**config.mk**
```make
export PLATFORM = sky130hd
export DESIGN_NAME = psram_byte_ports
export DESIGN_NICKNAME = d
export VERILOG_FILES = /design/src/logic/psram_pkg.sv /design/src/logic/psram_port_ctrl.sv /design/src/logic/psram_wdata_lane.sv /design/src/logic/psram_rdata_lane.sv /design/src/logic/psram_byte_ports.sv
export SDC_FILE = /design/constraint.sdc
export NUM_CORES = 1
export LEC_CHECK = 0
export BUFFER_PORTS_ARGS = -buffer_cell sky130_fd_sc_hd__buf_2
export CAP_MARGIN = 15
export CORE_AREA = 2 2 105 107
export DETAILED_ROUTE_END_ITERATION = 10
export DIE_AREA = 0 0 107 109
export GPL_TIMING_DRIVEN = 1
export PLACE_DENSITY_LB_ADDON = 0.2
export SYNTH_ARGS = -nofsm -noshare
export SYNTH_HDL_FRONTEND = slang
export SYNTH_HIERARCHICAL = 1
export SYNTH_SLANG_ARGS = --single-unit
export TNS_END_PERCENT = 1
```
**constraint.sdc**
```tcl
create_clock -name clk -period 2.27 [get_ports clk]
set_input_delay 0.1135 -clock clk [delete_from_list [all_inputs] [get_ports clk]]
set_output_delay 0.1135 -clock clk [all_outputs]
set_load 0.005 [all_outputs]
```
**src/logic/psram_pkg.sv**
```systemverilog
`default_nettype none

package psram_pkg;

	// ----------------------------------------------------------------------
	// sizes
	// ----------------------------------------------------------------------
	localparam int BYTE_ADDR_W = 22;			// host byte address
	localparam int WORD_ADDR_W = 21;			// controller word address
	localparam int LANE_W = 8;					// one byte lane
	localparam int N_LANE = 4;					// lanes per controller word
	localparam int N_CH = 2;					// two psram channels

	// busy time after an accepted command
	localparam int WAIT_CNT = 14;
	localparam int WAIT_CNT_W = $clog2(WAIT_CNT + 1);

	// ----------------------------------------------------------------------
	// host side, one per channel
	// ----------------------------------------------------------------------
	typedef struct packed {
		logic rd;								// read strobe
		logic wr;								// write strobe
		logic [BYTE_ADDR_W-1:0] address;		// byte address
		logic [LANE_W-1:0] wdata;				// write byte
	} psram_host_req_t;

	typedef struct packed {
		logic busy;
		logic [LANE_W-1:0] rdata;				// addressed byte of last read
		logic rdata_en;							// level, held until next read
	} psram_host_rsp_t;

	// controller data word, raw or split into byte lanes
	typedef union packed {
		logic [N_LANE*LANE_W-1:0] raw;
		logic [N_LANE-1:0][LANE_W-1:0] lane;
	} psram_word_u;

	// ----------------------------------------------------------------------
	// controller side
	// ----------------------------------------------------------------------
	typedef struct packed {
		logic cmd;								// 1 = write
		logic cmd_en;							// one-cycle pulse
		logic [WORD_ADDR_W-1:0] addr;
		psram_word_u wr_data;
		logic [N_LANE-1:0] mask;				// active low, per lane
	} psram_cmd_t;

	typedef struct packed {
		psram_word_u rd_data;
		logic rd_valid;							// one-cycle pulse with the word
	} psram_rsp_t;

endpackage

`default_nettype wire

```
**src/logic/psram_port_ctrl.sv**
```systemverilog
`default_nettype none

module psram_port_ctrl (
	input wire logic clk,
	input wire logic n_reset,
	input wire psram_pkg::psram_host_req_t req0,
	input wire psram_pkg::psram_host_req_t req1,
	input wire logic init_calib0,
	input wire logic init_calib1,
	input wire logic rd_valid0,
	input wire logic rd_valid1,
	output logic busy0,
	output logic busy1,
	output logic cmd_en0,
	output logic cmd_en1,
	output logic capture0,
	output logic capture1,
	output logic clear0,
	output logic clear1
);
	import psram_pkg::*;

	// ----------------------------------------------------------------------
	// per-channel views
	// ----------------------------------------------------------------------
	psram_host_req_t req [N_CH];
	logic [N_CH-1:0] calib;						// controller init done
	logic [N_CH-1:0] rd_valid;
	logic [N_CH-1:0] cnt_zero;					// wait counter idle
	logic [N_CH-1:0] accept;					// strobe taken this cycle
	logic [N_CH-1:0] rd_accept;					// accepted strobe is a read
	logic [N_CH-1:0] rd_pending;				// read out, no word yet
	logic [N_CH-1:0] busy;
	logic [N_CH-1:0] capture;
	logic [WAIT_CNT_W-1:0] wait_cnt [N_CH];

	assign req[0] = req0;
	assign req[1] = req1;
	assign calib = {init_calib1, init_calib0};
	assign rd_valid = {rd_valid1, rd_valid0};

	// ----------------------------------------------------------------------
	// accept logic, combinational so cmd_en goes out with the strobe
	// ----------------------------------------------------------------------
	always_comb begin
		for (int i = 0; i < N_CH; i++) begin
			cnt_zero[i] = (wait_cnt[i] == '0);
			busy[i] = !calib[i] || !cnt_zero[i];
			accept[i] = (req[i].rd || req[i].wr) && !busy[i];	// ignored while busy
			rd_accept[i] = accept[i] && req[i].rd;
			capture[i] = rd_valid[i] && rd_pending[i];			// first word only
		end
	end

	// ----------------------------------------------------------------------
	// wait counters and read pending flags
	// ----------------------------------------------------------------------
	always_ff @(posedge clk) begin
		for (int i = 0; i < N_CH; i++) begin
			if (!n_reset) begin
				wait_cnt[i] <= '0;
				rd_pending[i] <= 1'b0;
			end else begin
				if (accept[i]) begin
					wait_cnt[i] <= WAIT_CNT_W'(WAIT_CNT);	// busy from next cycle
				end else if (!cnt_zero[i]) begin
					wait_cnt[i] <= wait_cnt[i] - WAIT_CNT_W'(1);
				end
				if (rd_accept[i]) begin
					rd_pending[i] <= 1'b1;
				end else if (rd_valid[i]) begin
					rd_pending[i] <= 1'b0;		// later valids are dropped
				end
			end
		end
	end

	// ----------------------------------------------------------------------
	// outputs
	// ----------------------------------------------------------------------
	assign busy0 = busy[0];
	assign busy1 = busy[1];
	assign cmd_en0 = accept[0];
	assign cmd_en1 = accept[1];
	assign capture0 = capture[0];
	assign capture1 = capture[1];
	assign clear0 = rd_accept[0];			// old byte dropped on a new read
	assign clear1 = rd_accept[1];

endmodule

`default_nettype wire

```
**src/logic/psram_wdata_lane.sv**
```systemverilog
`default_nettype none

module psram_wdata_lane (
	input wire psram_pkg::psram_host_req_t req,
	input wire logic cmd_en,
	output psram_pkg::psram_cmd_t cmd
);
	import psram_pkg::*;

	logic [N_LANE-1:0] mask;

	// active low mask, only the addressed byte lane is written
	always_comb begin
		if (!cmd_en) begin
			mask = 4'b1111;						// idle, nothing written
		end else if (req.address[0]) begin
			mask = 4'b1101;						// odd byte in lane 1
		end else begin
			mask = 4'b1110;						// even byte in lane 0
		end
	end

	always_comb begin
		cmd.cmd = req.wr;
		cmd.cmd_en = cmd_en;
		cmd.addr = req.address[BYTE_ADDR_W-1:1];	// drop byte select
		cmd.wr_data.lane = {N_LANE{req.wdata}};	// same byte in every lane
		cmd.mask = mask;
	end

endmodule

`default_nettype wire

```
**src/logic/psram_rdata_lane.sv**
```systemverilog
`default_nettype none

module psram_rdata_lane (
	input wire logic clk,
	input wire logic n_reset,
	input wire logic addr_lsb,
	input wire psram_pkg::psram_rsp_t rsp,
	input wire logic capture,
	input wire logic clear,
	output logic [psram_pkg::LANE_W-1:0] rdata,
	output logic rdata_en
);
	import psram_pkg::*;

	logic [LANE_W-1:0] lane_byte;				// addressed byte of the word
	logic [LANE_W-1:0] rdata_q;
	logic rdata_en_q;

	// ----------------------------------------------------------------------
	// lane select
	// ----------------------------------------------------------------------
	// only lanes 0 and 1 carry data, the word holds one 16-bit device word
	always_comb begin
		if (addr_lsb) begin
			lane_byte = rsp.rd_data.lane[1];
		end else begin
			lane_byte = rsp.rd_data.lane[0];
		end
	end

	// ----------------------------------------------------------------------
	// capture register
	// ----------------------------------------------------------------------
	always_ff @(posedge clk) begin
		if (!n_reset) begin
			rdata_q <= '0;
			rdata_en_q <= 1'b0;
		end else if (clear) begin
			rdata_q <= '0;						// new read started
			rdata_en_q <= 1'b0;
		end else if (capture) begin
			rdata_q <= lane_byte;
			rdata_en_q <= 1'b1;					// held until next clear
		end
	end

	assign rdata = rdata_q;
	assign rdata_en = rdata_en_q;

endmodule

`default_nettype wire

```
**src/logic/psram_byte_ports.sv**
```systemverilog
`default_nettype none

module psram_byte_ports (
	input wire logic clk,
	input wire logic n_reset,
	// host channels
	input wire psram_pkg::psram_host_req_t host_req0,
	input wire psram_pkg::psram_host_req_t host_req1,
	output psram_pkg::psram_host_rsp_t host_rsp0,
	output psram_pkg::psram_host_rsp_t host_rsp1,
	// word controller
	output psram_pkg::psram_cmd_t cmd0,
	output psram_pkg::psram_cmd_t cmd1,
	input wire psram_pkg::psram_rsp_t rsp0,
	input wire psram_pkg::psram_rsp_t rsp1,
	input wire logic init_calib0,
	input wire logic init_calib1
);

	logic busy0;
	logic busy1;
	logic cmd_en0;
	logic cmd_en1;
	logic capture0;
	logic capture1;
	logic clear0;
	logic clear1;
	logic [7:0] rdata0;
	logic [7:0] rdata1;
	logic rdata_en0;
	logic rdata_en1;

	// ----------------------------------------------------------------------
	// shared control, both channels
	// ----------------------------------------------------------------------
	psram_port_ctrl i_psram_port_ctrl (
		.clk			(clk),
		.n_reset		(n_reset),
		.req0			(host_req0),
		.req1			(host_req1),
		.init_calib0	(init_calib0),
		.init_calib1	(init_calib1),
		.rd_valid0		(rsp0.rd_valid),
		.rd_valid1		(rsp1.rd_valid),
		.busy0			(busy0),
		.busy1			(busy1),
		.cmd_en0		(cmd_en0),
		.cmd_en1		(cmd_en1),
		.capture0		(capture0),
		.capture1		(capture1),
		.clear0			(clear0),
		.clear1			(clear1)
	);

	// ----------------------------------------------------------------------
	// write lanes, request to command word
	// ----------------------------------------------------------------------
	psram_wdata_lane i_wdata_lane0 (
		.req	(host_req0),
		.cmd_en	(cmd_en0),
		.cmd	(cmd0)
	);

	psram_wdata_lane i_wdata_lane1 (
		.req	(host_req1),
		.cmd_en	(cmd_en1),
		.cmd	(cmd1)
	);

	// ----------------------------------------------------------------------
	// read lanes, address held by host until rdata_en
	// ----------------------------------------------------------------------
	psram_rdata_lane i_rdata_lane0 (
		.clk		(clk),
		.n_reset	(n_reset),
		.addr_lsb	(host_req0.address[0]),
		.rsp		(rsp0),
		.capture	(capture0),
		.clear		(clear0),
		.rdata		(rdata0),
		.rdata_en	(rdata_en0)
	);

	psram_rdata_lane i_rdata_lane1 (
		.clk		(clk),
		.n_reset	(n_reset),
		.addr_lsb	(host_req1.address[0]),
		.rsp		(rsp1),
		.capture	(capture1),
		.clear		(clear1),
		.rdata		(rdata1),
		.rdata_en	(rdata_en1)
	);

	// host responses
	assign host_rsp0 = '{busy: busy0, rdata: rdata0, rdata_en: rdata_en0};
	assign host_rsp1 = '{busy: busy1, rdata: rdata1, rdata_en: rdata_en1};

endmodule

`default_nettype wire

```
==> metrics <==
status finished, final reports clean; FILL cells approximately 1200; Startpoint Class register; core area 0.0106 mm2; DR vias 1291; Leak around 0.00089 uW; ANT nets after route 0; GRT Total Usage 7.00%; Root Driver clkbuf_8; Cell Chain, Critical Path inv_1 > ha_1 > nor3b_4 > buf_4 > o211a_1 > nand2_1 > buf_2; iteration-0 DRC count of the detailed router 26; H-tree depth 1; setup TNS 0 ns; Max Cap Viol 0; synthesized area per cell 8.81 um2; power density over the cells slightly above 800 mW/mm2; DIE AREA 0.0117 mm2; fin crit share between 80% and 90%; # Post-CTS Setup Buffers 0; Hold Fails Final Rpt 0; critical path class register to output pin; VDD IR-drop max approximately 0.00022 V; ys flop type dfxtp_1; Starting Density about 22%; Slew Limit Fails 0; proportion of layout cells with a drive suffix above 1 between 30% and 40%; Cell variety after synth 31; Critical Path Max Stage Delay 0.43 ns; diode count 0; first-pass GRT wire length 6420 um; Crit-path slowest cell edfxtp_1; largest net degree at the start of global routing 18; FF+latch count, synth 28; Die Wd ~110 um; worst-margin pin slew about 0.57 ns; Cells after Synth around 260; Die Y between 100 and 150 um; DP Area roughly 0.0019 mm2; CTS Buf Count 3; cell area after layout 0.00198 mm2; initial antenna violation count 0; final setup skew slightly above 0.005 ns; CTS Hold Buffers Added 0; CTS sink cnt 28; post-synthesis sequential area ratio between 20 and 30%; ys async rst share 0%; number of global-route vias before repair 1232; clock period minus worst slack ~1.9 ns; wire length per cell approximately 12 um; FMAX 516 MHz; RD Place Congestion ~0.66; CP top delay family flip-flops; TritonCTS clock tree yes; insertion delay to the later sink of the worst-skew pair approximately 0.28 ns; Post-synth EDFFs 8; GRT overflow 0; First-pass DRT Iterations 3; final wirelength approximately 4300 um; post-detail-place hpwl between 3000 and 4000 um; Via density around 3.6; total of warnings raised by yosys 6; Post-CTS Resized 0; worst path buffer plus inverter count 3; WHS between 0.1 and 0.15 ns; synthesis-to-layout area growth -14.3%; RSZ-0062 raised after global routing false; DRC Markers 0; Worst Path Required 2.16 ns; relative max-transition margin between 60 and 70%; IO Port Bufs between 70 and 80; Critical Path Fanout Max 5; CP Capture Type output pin; clock-pin slew on the worst setup and hold paths 0.11 ns; final layout net count 351; Clock Path Buffers 2; Rows 38; I/O pin total 272; Final Setup Violations 0; Synth Cell Area between 0.002 and 0.0025 mm2; type of the most critical hold path input pin to register; CP arrival 1.82 ns
-- cell type report --
type / count / area (um2) / share of cell area (%)
tap: 140 / 175 / 8.86
sequential: 28 / 641 / 32.4
timing repair buffer: 73 / 370 / 18.7
inverter: 7 / 26.3 / 1.33
clock buffer: 4 / 66.3 / 3.35
multi-input combinational: 102 / 698 / 35.3
-- tightest hold or removal path: stages --
cell and delay (ns):
buf_2 0.08, nor2b_1 0.04, o21a_1 0.15
-- sequential cells by signal, indices dropped and copies added, names as in the netlist --
signal and count:
i_psram_port_ctrl/rd_pending 2, i_psram_port_ctrl/wait_cnt 8, i_rdata_lane0/rdata 8, i_rdata_lane0/rdata_en 1, i_rdata_lane1/rdata 8, i_rdata_lane1/rdata_en 1
-- report_power, final --
part	internal [uW]	switching, uW	total [uW]
clock	192	174	366
combinational	296	286	582
sequential	627	68.1	695
total	1120	528	1640
-- logic make-up after synthesis --
logic type               share of synthesized area [%]
AND/OR/NAND/NOR                                   11.0
buffers and inverters                             42.3
other                                            0.326
AO/OA/AOI/OAI                                     9.33
multiplexers                                      7.86
XOR/XNOR                                         0.380
flip-flops                                        27.8
adder cells (fa/ha/maj)                           1.08
-- per-stage QoR --
step	setup slack, ns	instances	util (%)	power [uW]
after floorplan	0.618	264	-	1290
after global placement	0.489	350	18.0	1300
after detailed placement	0.499	350	18.0	1300
after CTS	0.274	354	18.6	1690
after global routing	0.144	354	18.6	1790
final	0.333	354	18.6	1640
-- cell usage in the layout, fill, tap and decap left out --
cell	instances
nor3b_1	2
a21oi_1	2
a21boi_0	1
and3_1	1
nand2b_1	4
ha_1	2
edfxtp_1	8
conb_1	4
nand3_1	2
mux2i_1	17
dfxtp_1	20
nor2_1	24
clkbuf_8	3
o21ai_0	2
and2_1	2
mux2_2	1
o21a_1	6
o211ai_2	1
o211a_1	1
nor3_1	2
buf_4	2
clkbuf_16	1
inv_2	1
inv_1	6
and3_2	1
nand3b_1	1
xor2_1	1
nor3b_4	2
a211oi_1	16
nor2b_1	2
buf_2	71
nand2_1	5
-- synth_stat cells, types with 2 or more instances --
master      n  area, um2
nor2b_1     2       12.5
clkbuf_1    3       11.3
dfxtp_1    20        400
nor3_1      2       10.0
buf_4     122        916
o21a_1      6       45.0
a21oi_1     2       10.0
nand3_1     2       10.0
ha_1        2       25.0
inv_1       6       22.5
a211oi_1   16        120
nand2b_1    4       25.0
conb_1      2       7.51
buf_6       2       22.5
nor3b_4     2       37.5
and2_1      2       12.5
edfxtp_1    8        240
nand2_1     5       18.8
nor2_1     24       90.1
o21ai_0     2       10.0
mux2i_1    17        170
nor3b_1     2       15.0
-- final timing paths --
check	start	endpoint	slack (ns)	depth (start not counted)
worst min-delay path	rsp0[0]	i_psram_port_ctrl/rd_pending[0]	0.14	3
worst max register to register	i_psram_port_ctrl/wait_cnt[1][0]	i_rdata_lane1/rdata[2]	0.55	6
worst max-delay path	i_psram_port_ctrl/wait_cnt[1][0]	cmd1[1]	0.33	7
worst min register to register	i_rdata_lane0/rdata_en	i_rdata_lane0/rdata_en	0.47	2
-- per-layer routing --
layer | share of wire [%] | global-route usage (%)
met5 | 0 | 0
met4 | 4.6 | 4.73
met3 | 8.7 | 2.33
met2 | 46 | 11.2
met1 | 41 | 7.95
Power figures use the tool's default switching activity.
